===== src/logic/soc_pkg.sv =====
// System bus widths, memory map and bus error codes for the SoC side
// of the debug subsystem

package soc_pkg;

  // --------------------
  // Bus geometry
  // --------------------
  localparam int unsigned BusAddrWidth = 32;
  localparam int unsigned BusDataWidth = 32;
  // Byte offset bits dropped for word addressing
  localparam int unsigned ByteOffWidth = 2;

  // --------------------
  // Address map
  // --------------------
  localparam logic [BusAddrWidth-1:0] RomBase = 32'h0001_0000;
  localparam int unsigned RomWords    = 16;
  localparam int unsigned RomIdxWidth = $clog2(RomWords);

  localparam logic [BusAddrWidth-1:0] RamBase = 32'h8000_0000;
  localparam int unsigned RamWords    = 256;
  localparam int unsigned RamIdxWidth = $clog2(RamWords);

  // Boot ROM word i holds RomSeed + i
  localparam logic [BusDataWidth-1:0] RomSeed = 32'hB007_0000;

  function automatic logic [BusDataWidth-1:0] rom_word(input logic [RomIdxWidth-1:0] idx);
    return RomSeed + BusDataWidth'(idx);
  endfunction

  // System bus access error codes, as reported in sbcs.sberror
  typedef enum logic [2:0] {
    NONE     = 3'd0,
    BAD_ADDR = 3'd2
  } sb_err_e;

endpackage


===== src/logic/sys_bus_if.sv =====
// Single-word request/grant system bus between the access engine and
// the memory decoder. req holds until gnt, rvalid follows a grant by
// one cycle for reads and writes alike

interface sys_bus_if;
  import soc_pkg::*;

  // Initiator side
  logic                    req;
  logic                    we;
  logic [BusAddrWidth-1:0] addr;
  logic [BusDataWidth-1:0] wdata;

  // Target side with err qualifying rvalid
  logic                    gnt;
  logic                    rvalid;
  logic [BusDataWidth-1:0] rdata;
  logic                    err;

  modport initiator (
    output req, we, addr, wdata,
    input  gnt, rvalid, rdata, err
  );

  modport target (
    input  req, we, addr, wdata,
    output gnt, rvalid, rdata, err
  );

endinterface


===== src/logic/dm_sba.sv =====
// System bus access engine. Runs one single-word read or write per start
// pulse and keeps a sticky error until the register block clears it

module dm_sba (
  input  logic                             clk_i,
  input  logic                             rst_ni,
  input  logic                             rd_start_i,
  input  logic                             wr_start_i,
  input  logic [soc_pkg::BusAddrWidth-1:0] addr_i,
  input  logic [soc_pkg::BusDataWidth-1:0] wdata_i,
  input  logic                             err_clr_i,
  output logic                             busy_o,
  output logic                             done_o,
  output logic [soc_pkg::BusDataWidth-1:0] rdata_o,
  output soc_pkg::sb_err_e                 err_o,
  sys_bus_if.initiator                     bus
);
  import soc_pkg::*;

  typedef enum logic [1:0] {
    IDLE,
    REQ,
    WAIT
  } state_e;

  state_e                  state_q;
  sb_err_e                 err_q;
  logic                    we_q;
  logic [BusAddrWidth-1:0] addr_q;
  logic [BusDataWidth-1:0] wdata_q;

  // --------------------
  // Access FSM
  // --------------------
  always_ff @(posedge clk_i or negedge rst_ni) begin
    if (!rst_ni) begin
      state_q <= IDLE;
    end else begin
      case (state_q)
        IDLE:    if (rd_start_i || wr_start_i) state_q <= REQ;
        REQ:     if (bus.gnt) state_q <= WAIT;
        WAIT:    if (bus.rvalid) state_q <= IDLE;
        default: state_q <= IDLE;
      endcase
    end
  end

  // Access attributes captured at start
  always_ff @(posedge clk_i) begin
    if (state_q == IDLE && (rd_start_i || wr_start_i)) begin
      we_q    <= wr_start_i;
      addr_q  <= addr_i;
      wdata_q <= wdata_i;
    end
  end

  // Sticky error
  always_ff @(posedge clk_i or negedge rst_ni) begin
    if (!rst_ni) begin
      err_q <= NONE;
    end else if (state_q == WAIT && bus.rvalid && bus.err) begin
      err_q <= BAD_ADDR;
    end else if (err_clr_i) begin
      err_q <= NONE;
    end
  end

  assign bus.req   = (state_q == REQ);
  assign bus.we    = we_q;
  assign bus.addr  = addr_q;
  assign bus.wdata = wdata_q;

  assign busy_o  = (state_q != IDLE);
  assign done_o  = (state_q == WAIT) && bus.rvalid;
  assign rdata_o = bus.rdata;
  assign err_o   = err_q;

endmodule


===== src/flat_wrapper.sv =====
// flat-port wrapper written by rule: the top's interface ports become plain ports
module dm_sba_flat import soc_pkg::*;
  (clk_i, rst_ni, rd_start_i, wr_start_i, addr_i, wdata_i, err_clr_i, busy_o, done_o, rdata_o, err_o, bus_req, bus_we, bus_addr, bus_wdata, bus_gnt, bus_rvalid, bus_rdata, bus_err);
  sys_bus_if bus_i ();
  input  logic clk_i;
  input  logic rst_ni;
  input  logic rd_start_i;
  input  logic wr_start_i;
  input  logic [soc_pkg::BusAddrWidth-1:0] addr_i;
  input  logic [soc_pkg::BusDataWidth-1:0] wdata_i;
  input  logic err_clr_i;
  output logic busy_o;
  output logic done_o;
  output logic [soc_pkg::BusDataWidth-1:0] rdata_o;
  output soc_pkg::sb_err_e err_o;
  output wire logic [$bits(bus_i.req)-1:0] bus_req;
  output wire logic [$bits(bus_i.we)-1:0] bus_we;
  output wire logic [$bits(bus_i.addr)-1:0] bus_addr;
  output wire logic [$bits(bus_i.wdata)-1:0] bus_wdata;
  input wire logic [$bits(bus_i.gnt)-1:0] bus_gnt;
  input wire logic [$bits(bus_i.rvalid)-1:0] bus_rvalid;
  input wire logic [$bits(bus_i.rdata)-1:0] bus_rdata;
  input wire logic [$bits(bus_i.err)-1:0] bus_err;
  assign bus_req = bus_i.req;
  assign bus_we = bus_i.we;
  assign bus_addr = bus_i.addr;
  assign bus_wdata = bus_i.wdata;
  assign bus_i.gnt = bus_gnt;
  assign bus_i.rvalid = bus_rvalid;
  assign bus_i.rdata = bus_rdata;
  assign bus_i.err = bus_err;
  dm_sba u_core (.clk_i(clk_i), .rst_ni(rst_ni), .rd_start_i(rd_start_i), .wr_start_i(wr_start_i), .addr_i(addr_i), .wdata_i(wdata_i), .err_clr_i(err_clr_i), .busy_o(busy_o), .done_o(done_o), .rdata_o(rdata_o), .err_o(err_o), .bus(bus_i));
endmodule

===== config.mk =====
export PLATFORM = sky130hd
export DESIGN_NAME = dm_sba_flat
export DESIGN_NICKNAME = d
export VERILOG_FILES = /design/src/logic/soc_pkg.sv /design/src/logic/sys_bus_if.sv /design/src/logic/dm_sba.sv /design/src/flat_wrapper.sv
export SDC_FILE = /design/constraint.sdc
export NUM_CORES = 1
export LEC_CHECK = 0
export ABC_AREA = 0
export ABC_CLOCK_PERIOD_IN_PS = 8550
export BUFFER_PORTS_ARGS = -buffer_cell sky130_fd_sc_hd__buf_2
export CAP_MARGIN = 20
export CORE_MARGIN = 2
export CORE_UTILIZATION = 40
export DETAILED_ROUTE_END_ITERATION = 12
export PLACE_DENSITY = 0.92
export SETUP_SLACK_MARGIN = 0.15
export SLEW_MARGIN = 20
export SYNTH_ARGS = -nofsm -noshare
export SYNTH_HDL_FRONTEND = slang
export SYNTH_SLANG_ARGS = --single-unit

===== constraint.sdc =====
create_clock -name clk_i -period 8.55 [get_ports clk_i]
set_input_delay 0.855 -clock clk_i [delete_from_list [all_inputs] [get_ports clk_i]]
set_output_delay 0.855 -clock clk_i [all_outputs]
set_load 0.005 [all_outputs]

# After elaboration in Yosys (flattened, before gate mapping)
# Cells that the tools add are included.
dict set report word_totals {
  elab_cells 24
  in_bits 104
  register_bits 70
}
dict set report classes {
  n_eq_ne 5
  mux 6
  reduce_logical 8
}
# op n
set ops {}
lappend ops {{$mux 2} 3}
lappend ops {{$mux 3} 2}
lappend ops {{$pmux 2 s3} 1}
lappend ops {{$ne 2x2->1 const B} 2}
lappend ops {{$reduce_bool 2->1} 2}
lappend ops {{$logic_and 1x1->1} 3}
lappend ops {{$reduce_and 3->1} 1}
lappend ops {{$eq 2x1->1 const B} 1}
lappend ops {{$eq 2x2->1 const B} 1}
lappend ops {{$logic_not 2->1} 1}
lappend ops {{$ne 2x1->1 const B} 1}
lappend ops {{$logic_or 1x1->1} 1}

# Longest topological paths before layout
dict set report depth {
  depth_word 4
  depth_mapped 2
  ltp_nobuf 2
}

# Worst setup path before layout
# OpenSTA, ideal clock, no wires.
dict set report synth_timing {
  kind {in2reg}
  from {in wr_start_i}
  to {reg u_core.addr_q[0] (netlist: u_core.bus.addr[0]), enable pin}
  cell_stages 2
  setup_slack_ns 5.538
  setup_time_ns 0.436
  arrival_ns 2.576
  cell_sequence {nor2_1 -> nor2_2}
}
dict set report synth_via {
  elab_chain_len 2
}
# element line
set synth_lines {}
lappend synth_lines {{start: declaration} flat_wrapper.sv:8} ;# input logic wr_start_i;
lappend synth_lines {{$logic_or 1x1->1} dm_sba.sv:50} ;# if (state_q == IDLE && (rd_start_i || wr_start_i)) begin
lappend synth_lines {{$logic_and 1x1->1} dm_sba.sv:50}
lappend synth_lines {{end signal: assignment} dm_sba.sv:52} ;# addr_q <= addr_i;
lappend synth_lines {{end: declaration} dm_sba.sv:29} ;# logic [BusAddrWidth-1:0] addr_q;
# No other way between the ends.
# A chain may end at the register's enable or synchronous reset.

# Worst setup path after layout
dict set report layout_timing {
  from {in bus_rvalid}
  to {out done_o}
}
dict set report layout_via {
  elab_chain_len 1
}
# element line
set layout_lines {}
lappend layout_lines {{start: declaration} flat_wrapper.sv:21} ;# input wire logic [$bits(bus_i.rvalid)-1:0] bus_rvalid;
lappend layout_lines {{$logic_and 1x1->1} dm_sba.sv:74} ;# assign done_o = (state_q == WAIT) && bus.rvalid;
lappend layout_lines {{end: declaration} flat_wrapper.sv:13} ;# output logic done_o;
# No other way between the ends.

==> reports/qor.json <==
{
  "fin_area": {"value": 0.00310, "unit": "mm2"},
  "route.final.wire_length": {"value": 5290, "unit": "um"},
  "synth_warnings": {"value": 0},
  "worst_r2r_endpoint": {"value": "u_core.bus.addr[7]"},
  "synth_cell_type_count": {"value": 15},
  "hold_violations": {"value": 0},
  "placed_area": {"value": 0.00291, "unit": "mm2"},
  "drtIter0Drc": {"value": 90},
  "end_kind": {"value": "output pin"},
  "core.rowCount": {"value": 27},
  "final_layout_size_suffix_gt1_frac": {"value": 0.654},
  "first_global_vias": {"value": 1346},
  "regToRegSetupSlack": {"value": 6610, "unit": "ps"},
  "grt_overflow_total": {"value": 0},
  "effective_utilization_at_floorplan": {"value": 0.421},
  "port-buffer-count": {"value": 140},
  "outcome": {"value": "completed"},
  "cts_root_buf": {"value": "sky130_fd_sc_hd__clkbuf_8"},
  "synth-async-reset-ratio": {"value": 0.0441},
  "worst_setup_hold_path_clk_slew": {"value": 70, "unit": "ps"},
  "path_class": {"value": "input pin to output pin"},
  "worst_r2r_path_depth": {"value": 3},
  "gp_routability_congestion": {"value": 0.721},
  "count_of_mapped_cells_out_of_synthesis": {"value": 116},
  "final_antenna_net_count": {"value": 0},
  "worst_clock_skew": {"value": 7.98, "unit": "ps"},
  "synth-seq-cells": {"value": 68},
  "cts_repair_resize_count": {"value": 0},
  "yosys.area.top_type": {"value": "sky130_fd_sc_hd__edfxtp_1"},
  "syn-cell-area": {"value": 0.00236, "unit": "mm2"},
  "cp.arrival": {"value": 1180, "unit": "ps"},
  "setup_repair_after_global_routing_missed_its_margin": {"value": "no"},
  "dpl.hpwl": {"value": 4100, "unit": "um"},
  "fp.dieArea": {"value": 0.00653, "unit": "mm2"},
  "diodes": {"value": 0},
  "grt_antenna_before_repair": {"value": 0},
  "fp.dieH": {"value": 80.8, "unit": "um"},
  "timing.fmax": {"value": 0.491, "unit": "GHz"},
  "drt_drc_violations_left": {"value": 0},
  "final_nets": {"value": 339},
  "synth_top_area_frac": {"value": 0.827},
  "crit_path_start_kind": {"value": "input pin"},
  "leakage": {"value": 0.00134, "unit": "uW"},
  "synth_ff_type": {"value": "sky130_fd_sc_hd__edfxtp_1"},
  "timing.critical_path.required": {"value": 7700, "unit": "ps"},
  "drv.max_cap_violation_count": {"value": 0},
  "dr_total_vias": {"value": 1414},
  "min_path_type": {"value": "input pin to asynchronous set/reset pin"},
  "crit-reg2reg-launch": {"value": "u_core.state_q[0]"},
  "die_width": {"value": 80.8, "unit": "um"},
  "routed_wire_length_per_instance": {"value": 16.9, "unit": "um"},
  "grt_util_all_layers": {"value": 0.156},
  "grt_max_degree": {"value": 56},
  "synth_enable_flop_cells": {"value": 65},
  "viasPerCell": {"value": 4.53},
  "timing_max_transition_violations_final": {"value": 0},
  "tritoncts": {"value": "yes"},
  "avgSynthCellArea": {"value": 20.3, "unit": "um2"},
  "htree_num_levels": {"value": 3},
  "area_delta_synth_final": {"value": 31.5, "unit": "%"},
  "synth.yosys.seq_area_share": {"value": 0.859},
  "cts-root-to-sink-buffers": {"value": 2},
  "detail_route.first_pass.iterations": {"value": 6},
  "final-setup-viol-count": {"value": 0},
  "cellPowerDensity": {"value": 306, "unit": "mW/mm2"},
  "grt_pass1_wl": {"value": 6980, "unit": "um"},
  "post_cts_buffers": {"value": 0},
  "ioPinCount": {"value": 207},
  "worst_slew_pin_slew": {"value": 648, "unit": "ps"},
  "path_max_fanout": {"value": 3},
  "min_clock_period_post_route": {"value": 2040, "unit": "ps"},
  "worst_skew_pair.late_latency": {"value": 330, "unit": "ps"},
  "hold_buf_cts": {"value": 0},
  "core_area": {"value": 0.00561, "unit": "mm2"},
  "cts_buffers": {"value": 9},
  "final.period_utilization": {"value": 0.238},
  "relSlewSlack": {"value": 0.568},
  "fin_tns_setup": {"value": 0, "unit": "ps"},
  "synth.area.top_cells": {"value": "sky130_fd_sc_hd__edfxtp_1 (83%), sky130_fd_sc_hd__buf_4 (11%), sky130_fd_sc_hd__dfrtp_1 (3.2%), sky130_fd_sc_hd__nor2b_2 (0.37%), sky130_fd_sc_hd__o2bb2ai_1 (0.37%)"},
  "tritoncts_num_sinks": {"value": 68},
  "ir_worst_vdd": {"value": 0.137, "unit": "mV"}
}
==> critical path, cell delays in order <==
cell	delay [ps]
sky130_fd_sc_hd__buf_2	100
sky130_fd_sc_hd__inv_1	40
sky130_fd_sc_hd__nor2_1	80
sky130_fd_sc_hd__buf_2	110
==> cell usage after synthesis, types with 2 or more instances <==
| master | count |
|---|---|
| sky130_fd_sc_hd__buf_4 | 34 |
| sky130_fd_sc_hd__edfxtp_1 | 65 |
| sky130_fd_sc_hd__nor2_1 | 2 |
| sky130_fd_sc_hd__inv_1 | 2 |
| sky130_fd_sc_hd__dfrtp_1 | 3 |
==> state kept, by name, indices dropped and copies added, names as in the netlist <==
name and cells:
u_core.bus.addr 32, u_core.bus.wdata 32, u_core.bus.we 1, u_core.err_o 1, u_core.state_q 2
==> how the worst max path moves through the flow <==
stage,from,endpoint,slack [ps],cells past startpoint
4_1_cts,bus_rvalid,done_o,6510,4
5_1_grt,bus_rvalid,done_o,6480,4
6_report,bus_rvalid,done_o,6510,4
2_1_floorplan,wr_start_i,u_core.bus.addr[0],5540,2
3_5_place_dp,wr_start_i,u_core.bus.wdata[18],6230,4
3_3_place_gp,wr_start_i,u_core.bus.wdata[18],6270,4
==> cell type report <==
cell class	instances	area, um2
Clock buffer	9	124
Timing Repair Buffer	141	708
Multi-Input combinational cell	13	78.8
Sequential cell	68	2030
Fill cell	438	2500
Tap cell	72	90.1
Inverter	2	7.51
Clock inverter	7	67.6
==> cells in the final DEF (no fill, tap or decap), drive strengths merged <==
master,count
buf,141
nand2,1
a211oi,1
nand2b,1
dfrtp,3
clkinvlp,1
clkinv,5
nor2b,1
clkbuf,9
conb,2
or2,1
inv,2
bufinv,1
edfxtp,65
o22ai,1
nor3,1
nor2,3
o2bb2ai,1
==> cell families (layout without fill, tap and decap cells) <==
kind of cell | Yosys count | in the layout | synth area share
buf+inv | 36 | 159 | 0.111
flops | 68 | 68 | 0.859
compound gates | 3 | 3 | 0.00955
other cells | 1 | 2 | 0.00159
simple gates | 8 | 8 | 0.0186
==> per-stage QoR <==
| stage | setup WS, ps | hold WS (ps) | utilization | instances | total power (uW) |
|---|---|---|---|---|---|
| floorplan | 5540 | 460 | - | 117 | 605 |
| global placement | 6270 | 479 | 0.519 | 296 | 703 |
| detailed placement | 6230 | 482 | 0.519 | 296 | 714 |
| CTS | 6510 | 287 | 0.553 | 312 | 964 |
| global route | 6480 | 283 | 0.553 | 312 | 1000 |
| finish | 6510 | 301 | 0.553 | 312 | 950 |
==> per-layer routing <==
| metal | wire length, um | share of wire | track usage | up-vias |
|---|---|---|---|---|
| met5 | 0 | 0 | 0 | - |
| li1 | - | - | - | 625 |
| met4 | 178 | 0.034 | 0.102 | 0 |
| met3 | 642 | 0.12 | 0.0667 | 22 |
| met1 | 1620 | 0.31 | 0.137 | 659 |
| met2 | 2850 | 0.54 | 0.287 | 108 |
==> power by group <==
part | internal (uW) | leakage, uW | switching [uW] | total [uW]
registers | 489 | 0.000652 | 25.7 | 515
clock network | 133 | 0.0000943 | 113 | 246
logic | 77.8 | 0.000594 | 111 | 189
total | 700 | 0.00134 | 250 | 950
No activity file was read; power rests on OpenSTA's default activity.
