### src/logic/dbg_pkg.sv
// Debug module types and constants shared by the DMI register block,
// the testbench and the bound assertions

package dbg_pkg;

  // --------------------
  // DMI transport
  // --------------------
  typedef logic [6:0]  dmi_addr_t;
  typedef logic [31:0] dmi_data_t;

  typedef enum logic [1:0] {
    NOP   = 2'd0,
    READ  = 2'd1,
    WRITE = 2'd2
  } dmi_op_e;

  typedef enum logic [1:0] {
    SUCCESS = 2'd0,
    FAILED  = 2'd2,
    BUSY    = 2'd3
  } dmi_resp_e;

  // --------------------
  // Debug register map
  // --------------------
  typedef enum logic [6:0] {
    DATA0      = 7'h04,
    DMCONTROL  = 7'h10,
    SBCS       = 7'h38,
    SBADDRESS0 = 7'h39,
    SBDATA0    = 7'h3C
  } dm_reg_e;

  // dmcontrol fields
  localparam int unsigned DmactiveBit  = 0;
  localparam int unsigned NdmresetBit  = 1;
  localparam int unsigned HaltreqBit   = 31;

  // sbcs fields
  localparam int unsigned SbbusyBit    = 21;
  localparam int unsigned SberrorLsb   = 12;
  localparam int unsigned SberrorWidth = 3;

  // Hold-off before the first debug request can reach the hart
  localparam int unsigned DmiDelCycles   = 500;
  localparam int unsigned DmiDelCntWidth = $clog2(DmiDelCycles + 1);

endpackage

### src/logic/soc_pkg.sv
// System bus widths, memory map and bus error codes for the SoC side
// of the debug subsystem

package soc_pkg;

  // --------------------
  // Bus geometry
  // --------------------
  localparam int unsigned BusAddrWidth = 32;
  localparam int unsigned BusDataWidth = 32;
  // Byte offset bits dropped for word addressing
  localparam int unsigned ByteOffWidth = 2;

  // --------------------
  // Address map
  // --------------------
  localparam logic [BusAddrWidth-1:0] RomBase = 32'h0001_0000;
  localparam int unsigned RomWords    = 16;
  localparam int unsigned RomIdxWidth = $clog2(RomWords);

  localparam logic [BusAddrWidth-1:0] RamBase = 32'h8000_0000;
  localparam int unsigned RamWords    = 256;
  localparam int unsigned RamIdxWidth = $clog2(RamWords);

  // Boot ROM word i holds RomSeed + i
  localparam logic [BusDataWidth-1:0] RomSeed = 32'hB007_0000;

  function automatic logic [BusDataWidth-1:0] rom_word(input logic [RomIdxWidth-1:0] idx);
    return RomSeed + BusDataWidth'(idx);
  endfunction

  // System bus access error codes, as reported in sbcs.sberror
  typedef enum logic [2:0] {
    NONE     = 3'd0,
    BAD_ADDR = 3'd2
  } sb_err_e;

endpackage

### src/logic/dm_csrs.sv
// Debug module register block behind the DMI handshake. Owns dmcontrol,
// the system bus access registers and the debug request hold-off window

module dm_csrs (
  input  logic                                clk_i,
  input  logic                                rst_ni,
  // DMI request
  input  logic                                req_valid_i,
  output logic                                req_ready_o,
  input  dbg_pkg::dmi_addr_t                  req_addr_i,
  input  dbg_pkg::dmi_op_e                    req_op_i,
  input  dbg_pkg::dmi_data_t                  req_data_i,
  // DMI response
  output logic                                resp_valid_o,
  input  logic                                resp_ready_i,
  output dbg_pkg::dmi_data_t                  resp_data_o,
  output dbg_pkg::dmi_resp_e                  resp_code_o,
  // To the hart
  output logic                                dm_rst_o,
  output logic                                debug_req_o,
  // System bus access engine
  output logic                                sba_rd_start_o,
  output logic                                sba_wr_start_o,
  output logic [soc_pkg::BusAddrWidth-1:0]    sba_addr_o,
  output logic [soc_pkg::BusDataWidth-1:0]    sba_wdata_o,
  output logic                                sba_err_clr_o,
  input  logic                                sba_busy_i,
  input  logic                                sba_done_i,
  input  logic [soc_pkg::BusDataWidth-1:0]    sba_rdata_i,
  input  soc_pkg::sb_err_e                    sba_err_i
);
  import dbg_pkg::*;
  import soc_pkg::*;

  logic      resp_valid_q;
  dmi_data_t resp_data_q;
  dmi_resp_e resp_code_q;
  dmi_data_t resp_data_d;
  dmi_resp_e resp_code_d;

  dmi_data_t data0_q;
  dmi_data_t dmcontrol_q;
  dmi_data_t sbaddress0_q;
  dmi_data_t sbdata0_q;
  dmi_data_t sbcs_rd;

  logic accept;
  logic is_sb_reg;
  logic wr_ok;
  logic sba_err_set;
  logic sba_read_q;
  logic rd_start_q;
  logic wr_start_q;
  logic err_clr_q;

  logic [DmiDelCntWidth-1:0] del_cnt_q;

  // --------------------
  // DMI handshake
  // --------------------
  // One response in flight at a time so back-pressure stalls requests
  assign req_ready_o = ~resp_valid_q;
  assign accept      = req_valid_i & req_ready_o;

  assign is_sb_reg   = (req_addr_i == SBADDRESS0) || (req_addr_i == SBDATA0);
  assign sba_err_set = (sba_err_i != NONE);
  // Access registers are locked while the engine is busy
  assign wr_ok       = accept && (req_op_i == WRITE) && !(is_sb_reg && sba_busy_i);

  always_comb begin
    sbcs_rd = '0;
    sbcs_rd[SbbusyBit] = sba_busy_i;
    sbcs_rd[SberrorLsb +: SberrorWidth] = sba_err_i;
  end

  always_comb begin
    resp_data_d = '0;
    resp_code_d = SUCCESS;
    case (req_op_i)
      NOP: begin
        resp_code_d = SUCCESS;
      end
      READ: begin
        case (req_addr_i)
          DATA0:      resp_data_d = data0_q;
          DMCONTROL:  resp_data_d = dmcontrol_q;
          SBCS:       resp_data_d = sbcs_rd;
          SBADDRESS0: resp_data_d = sbaddress0_q;
          SBDATA0:    resp_data_d = sbdata0_q;
          default:    resp_data_d = '0;
        endcase
      end
      WRITE: begin
        if (is_sb_reg && sba_busy_i) begin
          resp_code_d = BUSY;
        end
      end
      default: begin
        resp_code_d = FAILED;
      end
    endcase
  end

  always_ff @(posedge clk_i or negedge rst_ni) begin
    if (!rst_ni) begin
      resp_valid_q <= 1'b0;
    end else if (accept) begin
      resp_valid_q <= 1'b1;
    end else if (resp_ready_i) begin
      resp_valid_q <= 1'b0;
    end
  end

  // Response payload
  always_ff @(posedge clk_i) begin
    if (accept) begin
      resp_data_q <= resp_data_d;
      resp_code_q <= resp_code_d;
    end
  end

  assign resp_valid_o = resp_valid_q;
  assign resp_data_o  = resp_data_q;
  assign resp_code_o  = resp_code_q;

  // --------------------
  // Register file
  // --------------------
  always_ff @(posedge clk_i or negedge rst_ni) begin
    if (!rst_ni) begin
      data0_q      <= '0;
      dmcontrol_q  <= '0;
      sbaddress0_q <= '0;
      sbdata0_q    <= '0;
      sba_read_q   <= 1'b0;
      rd_start_q   <= 1'b0;
      wr_start_q   <= 1'b0;
      err_clr_q    <= 1'b0;
    end else begin
      // Start pulses only when no error is recorded
      rd_start_q <= wr_ok && (req_addr_i == SBADDRESS0) && !sba_err_set;
      wr_start_q <= wr_ok && (req_addr_i == SBDATA0) && !sba_err_set;
      // Any nonzero sberror written back clears it
      err_clr_q  <= wr_ok && (req_addr_i == SBCS) &&
                    (|req_data_i[SberrorLsb +: SberrorWidth]);
      if (rd_start_q) begin
        sba_read_q <= 1'b1;
      end else if (wr_start_q) begin
        sba_read_q <= 1'b0;
      end
      // Read data lands even while another register is written
      if (sba_done_i && sba_read_q) begin
        sbdata0_q <= sba_rdata_i;
      end
      if (wr_ok) begin
        case (req_addr_i)
          DATA0:      data0_q      <= req_data_i;
          DMCONTROL:  dmcontrol_q  <= req_data_i;
          SBADDRESS0: sbaddress0_q <= req_data_i;
          SBDATA0:    sbdata0_q    <= req_data_i;
          default:    ;
        endcase
      end
    end
  end

  assign sba_rd_start_o = rd_start_q;
  assign sba_wr_start_o = wr_start_q;
  assign sba_err_clr_o  = err_clr_q;
  assign sba_addr_o     = sbaddress0_q;
  assign sba_wdata_o    = sbdata0_q;

  // --------------------
  // Hart control
  // --------------------
  // Counts down once after reset and masks debug requests until zero
  always_ff @(posedge clk_i or negedge rst_ni) begin
    if (!rst_ni) begin
      del_cnt_q <= DmiDelCntWidth'(DmiDelCycles);
    end else if (del_cnt_q != '0) begin
      del_cnt_q <= del_cnt_q - 1'b1;
    end
  end

  assign dm_rst_o    = dmcontrol_q[NdmresetBit];
  assign debug_req_o = (del_cnt_q == '0) && dmcontrol_q[HaltreqBit] &&
                       dmcontrol_q[DmactiveBit];

endmodule

### config.mk
export PLATFORM = sky130hd
export DESIGN_NAME = dm_csrs
export DESIGN_NICKNAME = d
export VERILOG_FILES = /design/src/logic/dbg_pkg.sv /design/src/logic/soc_pkg.sv /design/src/logic/dm_csrs.sv
export SDC_FILE = /design/constraint.sdc
export NUM_CORES = 1
export LEC_CHECK = 0
export BUFFER_PORTS_ARGS = -buffer_cell sky130_fd_sc_hd__clkbuf_2
export CAP_MARGIN = 20
export CORE_MARGIN = 1.5
export CORE_UTILIZATION = 53
export CTS_BUF_LIST = sky130_fd_sc_hd__clkbuf_16
export CTS_CLUSTER_DIAMETER = 60
export DETAILED_ROUTE_END_ITERATION = 8
export GPL_ROUTABILITY_DRIVEN = 0
export MAX_ROUTING_LAYER = met4
export PLACE_DENSITY = 0.9
export SYNTH_ARGS = -nofsm -noshare
export SYNTH_HDL_FRONTEND = slang
export SYNTH_SLANG_ARGS = --single-unit
### constraint.sdc
create_clock -name clk_i -period 3 [get_ports clk_i]
set_clock_uncertainty 0.15 [all_clocks]
set_input_delay 0.15 -clock clk_i [delete_from_list [all_inputs] [get_ports clk_i]]
set_output_delay 0.15 -clock clk_i [all_outputs]
set_load 0.03 [all_outputs]
Word-level counts from Yosys, hierarchy flattened
Cells that the tools add are included.
{ "totals": {"regBits": 176, "inputBits": 82, "output_inout_bits": 105, "word_cells": 58} }
{ "op_classes": {"n_addsub": 1, "eq_ne": 7, "muxes": 10, "n_bitwise": 2, "n_reduce_logical": 26} }
{ "op_table": {"columns": ["cell", "n"], "rows": [
  ["$pmux 32 s5", 1],
  ["$mux 32", 3],
  ["$eq 7x6->1 const B", 3],
  ["$logic_and 1x1->1", 12],
  ["$logic_not 9->1", 1],
  ["$reduce_bool 9->1", 1],
  ["$sub 9x1->9 const B", 1],
  ["$eq 7x3->1 const B", 1],
  ["$eq 7x5->1 const B", 1],
  ["$reduce_and 2->1", 3],
  ["$mux 1", 4],
  ["$pmux 2 s2", 1],
  ["$reduce_bool 2->1", 2],
  ["$reduce_bool 3->1", 1],
  ["$reduce_or 3->1", 1],
  ["$eq 2x1->1 const B", 1],
  ["$eq 2x2->1 const B", 1],
  ["$logic_not 1->1", 2],
  ["$logic_not 2->1", 1],
  ["$mux 2", 1],
  ["$reduce_or 2->1", 1],
  ["$and 1x1->1", 1],
  ["$logic_or 1x1->1", 1],
  ["$not 1->1", 1]
]} }

Depth between registers and ports, before layout
Gate-level depths: netlist of the first run.
{ "depth": {"word_depth": 7, "ltp_mapped": 7, "mapped_depth_nobuf": 6} }

Least setup slack after synthesis of the first run
Ideal clock, no wire load.
{ "synth_timing": {"path_kind": "register -> register", "from": "register resp_valid_q, in the netlist resp_valid_o", "to": "register resp_code_q[0], in the netlist resp_code_o[0], enable pin", "setup_ps": 430, "t_arrival_ps": 2106, "t_required_ps": 2420, "slack_ps": 315, "path_stages_with_launch": 2, "n_path_buf": 0, "cell_sequence": "dfrtp_1 nor2b_1"} }
{ "synth_via": {"elab_chain_len": 2} }
{ "synth_rtl": {"columns": ["item", "line_no", "rtl"], "rows": [
  ["start: declaration", "dm_csrs.sv:35", "logic resp_valid_q;"],
  ["start signal: assignment", "dm_csrs.sv:106", "resp_valid_q <= 1'b0;"],
  ["start signal: assignment", "dm_csrs.sv:108", "resp_valid_q <= 1'b1;"],
  ["start signal: assignment", "dm_csrs.sv:110", "resp_valid_q <= 1'b0;"],
  ["$not 1->1", "dm_csrs.sv:62", "assign req_ready_o = ~resp_valid_q;"],
  ["$and 1x1->1", "dm_csrs.sv:63", "assign accept = req_valid_i & req_ready_o;"],
  ["net accept", "dm_csrs.sv:47", "logic accept;"],
  ["end signal: assignment", "dm_csrs.sv:118", "resp_code_q <= resp_code_d;"],
  ["end: declaration", "dm_csrs.sv:37", "dmi_resp_e resp_code_q;"]
]} }
The timed path passes the listed nets, and every way through them passes these cells.
A chain may end at the register's enable or synchronous reset.

Final worst setup path of the first run
{ "layout_timing": {"from": "register resp_valid_q, in the netlist resp_valid_o", "to": "register sbdata0_q[10], in the netlist sba_wdata_o[10]"} }
{ "layout_via": {"elab_chain_len": 5} }
{ "layout_rtl": {"columns": ["item", "line_no", "rtl"], "rows": [
  ["$not 1->1", "dm_csrs.sv:62", null],
  ["$and 1x1->1", "dm_csrs.sv:63", null],
  ["$logic_and 1x1->1 (2 in series)", "dm_csrs.sv:68", "assign wr_ok = accept && (req_op_i == WRITE) && !(is_sb_reg && sba_busy_i);"],
  ["$mux 32", "dm_csrs.sv:155", "if (wr_ok) begin"],
  ["end signal: assignment", "dm_csrs.sv:153", "sbdata0_q <= sba_rdata_i;"],
  ["end signal: assignment", "dm_csrs.sv:160", "SBDATA0: sbdata0_q <= req_data_i;"],
  ["end: declaration", "dm_csrs.sv:44", "dmi_data_t sbdata0_q;"]
]} }
No other way between the ends.

==> flow_metrics.py, run 1 <==
metrics = {
    "status": {
        "status": "finished, final reports clean",
    },
    "drt": {
        "wl_met3_um": 1500,
        "vias_per_cell": 5.98,
        "drt-initial-drc-count": 561,
        "wl_met2_um": 11800,
        "dr.pass1.iters": 5,
        "routed.top_layer": "met4",
        "drc_errors": 0,
        "wl_per_cell_um": 21.4,
        "wirelength_um": 22800,
        "num_vias": 6352,
        "ant_nets": 0,
        "drt-met1-wl_um": 8740,
    },
    "global_route": {
        "antenna_found_initial": 1,
        "track_usage": 0.303,
        "grt_pass1_wl_um": 35400,
        "grt_remaining_overflow": 0,
        "grt_pass1_vias": 6520,
        "grt_max_degree": 78,
    },
    "setup_path": {
        "cp.arrival_ns": 2.90,
        "critPathCaptureType": "flip-flop",
        "critPathBufInv": 2,
        "cp-start-kind": "flip-flop",
        "rr_worst_depth": 5,
        "rrSetupSlack_ns": 0.26,
        "required_ns": 3.16,
        "critical_path_class": "reg -> reg",
        "crit_path_max_incr_delay_ns": 0.59,
        "path_cells": "nor4bb_2 -> and4b_4 -> buf_12 -> o21ai_0 -> dlygate4sd3_1",
        "path_max_fanout": 44,
        "rr_startpoint": "resp_valid_o",
        "slowest_stage": "dlygate4sd3_1",
        "cp_top_family": "simple AND/OR/NAND/NOR gates",
        "r2r-end": "sba_wdata_o[10]",
    },
    "finish": {
        "fill_cells": 934,
        "nets": 947,
        "ff_latch_area_um2": 4580,
        "drive_above_1_share": 0.404,
        "multi_input_area_um2": 3130,
        "area_growth_pct": 32.1,
        "finalNonFillerCells": 1062,
    },
    "placed_design": {
        "dp_hpwl_um": 13500,
        "dp.cells": 952,
        "io_buffers": 186,
    },
    "sta": {
        "slew_viol_final": 0,
        "clock.fmax_mhz": 365,
        "grt_setup_unrepaired": "no",
        "hold_ws_ns": 0.115,
        "worstMarginPinSlew_ns": 0.846,
        "finalHoldViolations": 0,
        "fin_crit_sh": 0.914,
        "period_minus_slack_ns": 2.74,
        "tns_ns": 0,
        "relSlewSlack": 0.434,
        "finalSetupViolCount": 0,
    },
    "clock_tree": {
        "cts_tree": "done",
        "worstSkewPairLatency_ns": 0.44,
        "cts-root-buf": "clkbuf_16",
        "cts_num_sinks": 176,
        "cts_made_buffers": 17,
        "clkSlewWorstSetupHoldPaths_ns": 0.07,
        "htreeDepth": 4,
        "cts_buffer_depth": 2,
    },
    "run": {
        "drv_cap": 0,
    },
    "synth": {
        "yosysTopAreaCell": "dfrtp_1",
        "synth_commonest_cells": "dfrtp_1, mux2_2, nand2_1",
        "yosys_register_bits": 176,
        "synth-edff-count": 34,
        "synthFlopType": "dfrtp_1",
        "ys_warn_count": 0,
        "ys_seq_area_frac": 0.580,
        "synthCells": 603,
        "synth_cell_types": 51,
        "synth.cell_area_um2": 7900,
        "async_flop_share": 0.807,
        "syn_nets": 686,
        "post_synth.cell_area_avg_um2": 13.1,
        "ys_top_cells_by_area": "dfrtp_1, edfxtp_1, mux2_2",
        "yosys.cell_count.top_type": "dfrtp_1",
        "synth.top_cell.area_share": 0.431,
    },
    "die": {
        "floorplan.initialDensity": 0.544,
        "die_w_um": 125,
        "pin_count": 187,
        "rows": 44,
        "core_region_area_um2": 14500,
        "die_h_um": 125,
        "die_area_um2": 15600,
    },
    "pwr": {
        "leakage_uw": 0.00528,
        "pwr-share-comb": 0.089,
        "ir_drop_mv": 0.436,
        "seq_power_share": 0.486,
        "swShare": 0.253,
        "p_sw_uw": 1320,
        "pwr-share-clk": 0.425,
        "p_per_area_nw_per_um2": 502,
        "internal_power_uw": 3920,
        "power_uw": 5240,
    },
    "hold_path": {
        "hp-class": "in -> reg",
        "hold_start": "req_addr_i[3]",
        "hold_end": "data0_q[30]",
        "hold_path_depth": 4,
    },
}
-- timing repair --
action	4_1_cts	5_1_grt
hold buffers	77	0
endpoints found under the setup margin	0	21
resized for setup	0	2
buffers inserted	0	0
endpoints found under the hold margin	211	0
-- sequential cells by signal, summed over array words and instances, names as in the netlist --
signal and cells:
sba_rd_start_o 1, data0_q 32, resp_valid_o 1, resp_data_o 32, sba_wr_start_o 1, sba_wdata_o 32
sba_addr_o 32, resp_code_o 2, sba_read_q 1, dmcontrol_q 32, del_cnt_q 9, sba_err_clr_o 1
-- logic make-up (layout without fill, tap and decap cells) --
group | after synthesis | after routing | share of synthesized area
xor gates and xnor gates | 7 | 7 | 0.00776
adders and majority gates | 1 | 1 | 0.00158
muxes | 132 | 132 | 0.197
other | 0 | 1 | 0
and+or+nand+nor | 107 | 107 | 0.0679
buffers and inverters | 46 | 320 | 0.0309
DFF | 176 | 176 | 0.580
AOI/OAI and AO/OA | 134 | 134 | 0.115
-- routing by layer --
layer	GRT usage	up-vias
li1	-	2746
met1	0.357	3205
met2	0.520	337
met3	0.0513	64
met4	0.119	0
met5	-	-
-- worst max path at each step --
stage,start,endpoint,slack (ns),cells after the start
finish,resp_valid_o,sba_wdata_o[10],0.26,5
CTS,resp_valid_o,sba_wdata_o[15],0.07,5
global placement,resp_valid_o,sba_wdata_o[22],0.68,4
global route,resp_valid_o,sba_wdata_o[19],0.1,5
floorplan,resp_valid_o,resp_code_o[0],0.31,1
detailed placement,resp_valid_o,sba_wdata_o[18],0.61,4
-- layout make-up --
cell class,count,share of cell area
Antenna cell,1,0.000240
Clock buffer,17,0.0408
Clock inverter,15,0.0152
Inverter,6,0.00216
Multi-Input combinational cell,381,0.300
Sequential cell,176,0.439
Tap cell,184,0.0221
Timing Repair Buffer,282,0.181
-- cells in the final DEF (no fill, tap or decap), types with 4 or more instances in the layout --
cell / netlist / layout
a21oi_1: 30 / 30
a222oi_1: 4 / 4
a22o_1: 32 / 32
a22oi_1: 28 / 28
buf_4: 3 / 16
clkbuf_16: 0 / 17
clkbuf_2: 0 / 185
clkinv_2: 0 / 4
dfrtp_1: 136 / 136
dfstp_2: 6 / 6
dlygate4sd3_1: 0 / 77
edfxtp_1: 34 / 34
inv_1: 6 / 6
inv_6: 0 / 4
mux2_1: 5 / 5
mux2_2: 65 / 65
mux2_4: 30 / 30
mux2i_1: 32 / 32
nand2_1: 64 / 63
nor2_1: 10 / 10
o21ai_0: 33 / 33
xnor2_1: 5 / 5
-- worst register-to-register path, stage by stage, from the launching register on --
cell and delay, ns:
dfrtp_1 0.46, nor4bb_2 0.49, and4b_4 0.51, buf_12 0.27
o21ai_0 0.15, dlygate4sd3_1 0.59
-- power by group through the flow --
| stage | logic [uW] | clock network, uW | registers (uW) |
|---|---|---|---|
| 4_1_cts | 459 | 2230 | 2540 |
| 6_report | 464 | 2230 | 2550 |
| 3_5_place_dp | 394 | 0 | 2590 |
| 5_1_grt | 493 | 2340 | 2550 |
| 3_3_place_gp | 386 | 0 | 2590 |
| 2_1_floorplan | 89.4 | 0 | 2680 |
-- per-stage QoR --
stage | worst slack [ns] | util | area, um2
after CTS | 0.0693 | 0.717 | 10400
final | 0.258 | 0.718 | 10400
after detailed placement | 0.613 | 0.624 | 9070
after global routing | 0.0986 | 0.718 | 10400
after global placement | 0.677 | 0.624 | 9070
after floorplan | 0.315 | - | 7900
Power figures use the tool's default switching activity.
==> run 2: changes to the inputs <==
REMOVE_ABC_BUFFERS = 1   (was default)
clock period = 2.9 ns   (was 3 ns; I/O delays follow)
==> flow_metrics.py, run 2 (same netlist as run 1, synthesis figures left out) <==
metrics = {
    "status": {
        "status": "finished, final reports clean",
    },
    "sta": {
        "fin_crit_sh": 0.946,
        "finalSetupViolCount": 0,
        "period_minus_slack_ns": 2.74,
        "relSlewSlack": 0.545,
        "setup_ws_ns": 0.156,
        "worstMarginPinSlew_ns": 0.682,
        "finalHoldViolations": 0,
        "tns_ns": 0,
        "grt_setup_unrepaired": "no",
        "clock.fmax_mhz": 364,
        "slew_viol_final": 0,
    },
    "die": {
        "die_area_um2": 15600,
        "pin_count": 187,
        "die_h_um": 125,
        "floorplan.initialDensity": 0.544,
        "rows": 44,
        "core_region_area_um2": 14500,
        "die_w_um": 125,
    },
    "finish": {
        "nets": 947,
        "antenna-diode-count": 0,
        "drive_above_1_share": 0.400,
        "layout_common_cells": "clkbuf_2, dfrtp_1, dlygate4sd3_1, mux2_2, nand2_1",
        "area_growth_pct": 31.8,
        "fin_area_um2": 10400,
        "finalNonFillerCells": 1061,
        "final_common_cell": "clkbuf_2",
    },
    "drt": {
        "num_vias": 6359,
        "vias_per_cell": 5.99,
        "dr.pass1.iters": 5,
        "wirelength_um": 21800,
        "drc_errors": 0,
        "wl_per_cell_um": 20.6,
        "ant_nets": 0,
        "drt-initial-drc-count": 418,
    },
    "setup_path": {
        "critPathCaptureType": "flip-flop",
        "cp-start-kind": "flip-flop",
        "path_max_fanout": 26,
        "critical_path_class": "reg -> reg",
        "slowest_stage": "dlygate4sd3_1",
        "path_cells": "nor4bb_2 -> and4b_2 -> buf_4 -> o21ai_0 -> dlygate4sd3_1",
        "rr_startpoint": "resp_valid_o",
        "worstSetupStartpoint": "resp_valid_o",
        "critPathBufInv": 2,
        "required_ns": 3.06,
        "crit_path_max_incr_delay_ns": 0.59,
        "cp_top_family": "buffers and inverters",
        "cp.arrival_ns": 2.91,
    },
    "clock_tree": {
        "clkSlewWorstSetupHoldPaths_ns": 0.07,
        "cts_made_buffers": 17,
        "htreeDepth": 4,
        "cts_num_sinks": 176,
        "cts-root-buf": "clkbuf_16",
        "cts_buffer_depth": 2,
        "worstSkewPairLatency_ns": 0.43,
        "cts_tree": "done",
    },
    "global_route": {
        "grt_max_degree": 95,
        "track_usage": 0.294,
        "grt_remaining_overflow": 0,
        "antenna_found_initial": 0,
        "grt_pass1_wl_um": 35000,
        "grt_pass1_vias": 6609,
    },
    "hold_path": {
        "hp-class": "in -> async",
    },
    "pwr": {
        "p_per_area_nw_per_um2": 508,
        "ir_drop_mv": 0.430,
        "leakage_uw": 0.00527,
    },
    "run": {
        "drv_cap": 0,
    },
    "placed_design": {
        "dp.cells": 950,
        "place_area_um2": 9060,
        "io_buffers": 186,
        "place_ws_ns": 0.659,
        "dp_hpwl_um": 12500,
    },
}
run 2: per-stage QoR:
step | util | hold slack [ns] | power (uW)
6_report | 0.716 | 0.0645 | 5280
2_1_floorplan | - | -0.301 | 2850
3_3_place_gp | 0.623 | -0.0416 | 3070
4_1_cts | 0.716 | 0.0779 | 5300
3_5_place_dp | 0.623 | -0.0366 | 3090
5_1_grt | 0.716 | 0.0993 | 5450
run 2: where the power goes:
group | switching [uW] | leakage (uW) | internal, uW | total (uW)
clock network | 1010 | 0.000272 | 1160 | 2170
registers | 42.9 | 0.00229 | 2590 | 2630
logic | 301 | 0.00271 | 182 | 483
total | 1350 | 0.00527 | 3930 | 5280
run 2: final timing paths:
kind / end / slack, ns / cells past startpoint
setup / recovery: sba_wdata_o[13] / 0.16 / 5
hold / removal: sba_wdata_o[21] / 0.06 / 2
setup reg to reg: sba_wdata_o[13] / 0.16 / 5
hold reg to reg: del_cnt_q[8] / 0.33 / 1
max in group asynchronous: sba_addr_o[11] / 1.66 / 3
min in group clk_i: resp_data_o[12] / 0.15 / 4
run 2: layer usage:
layer,global-route usage,part of all wire,routed length [um],up-vias
li1,-,-,-,2749
met1,0.360,0.39,8560,3195
met2,0.490,0.51,11100,351
met3,0.0513,0.070,1530,64
met4,0.116,0.028,610,0
met5,-,0,0,-
run 2: area by class of cell:
class                      instances  area (um2)
sequential                       176        4580
clock inverter                    14         106
fill                             913        4120
clock buffer                      18         450
multi-input combinational        381        3130
timing repair buffer             282        1890
tap                              184         230
inverter                           6        22.5
run 2: worst register-to-register path, delay by kind of cell (launching register included):
kind | cells | cell delay [ns]
buffers and inverters | 2 | 0.92
AND/OR/NAND/NOR | 2 | 0.91
flip-flops | 1 | 0.47
AO/OA/AOI/OAI | 1 | 0.17
run 2: repair_timing:
action	in CTS	in global routing
hold buffers	79	0
buffers inserted	0	0
endpoints found under the hold margin	182	0
resized for setup	0	1
setup endpoints to repair	0	13
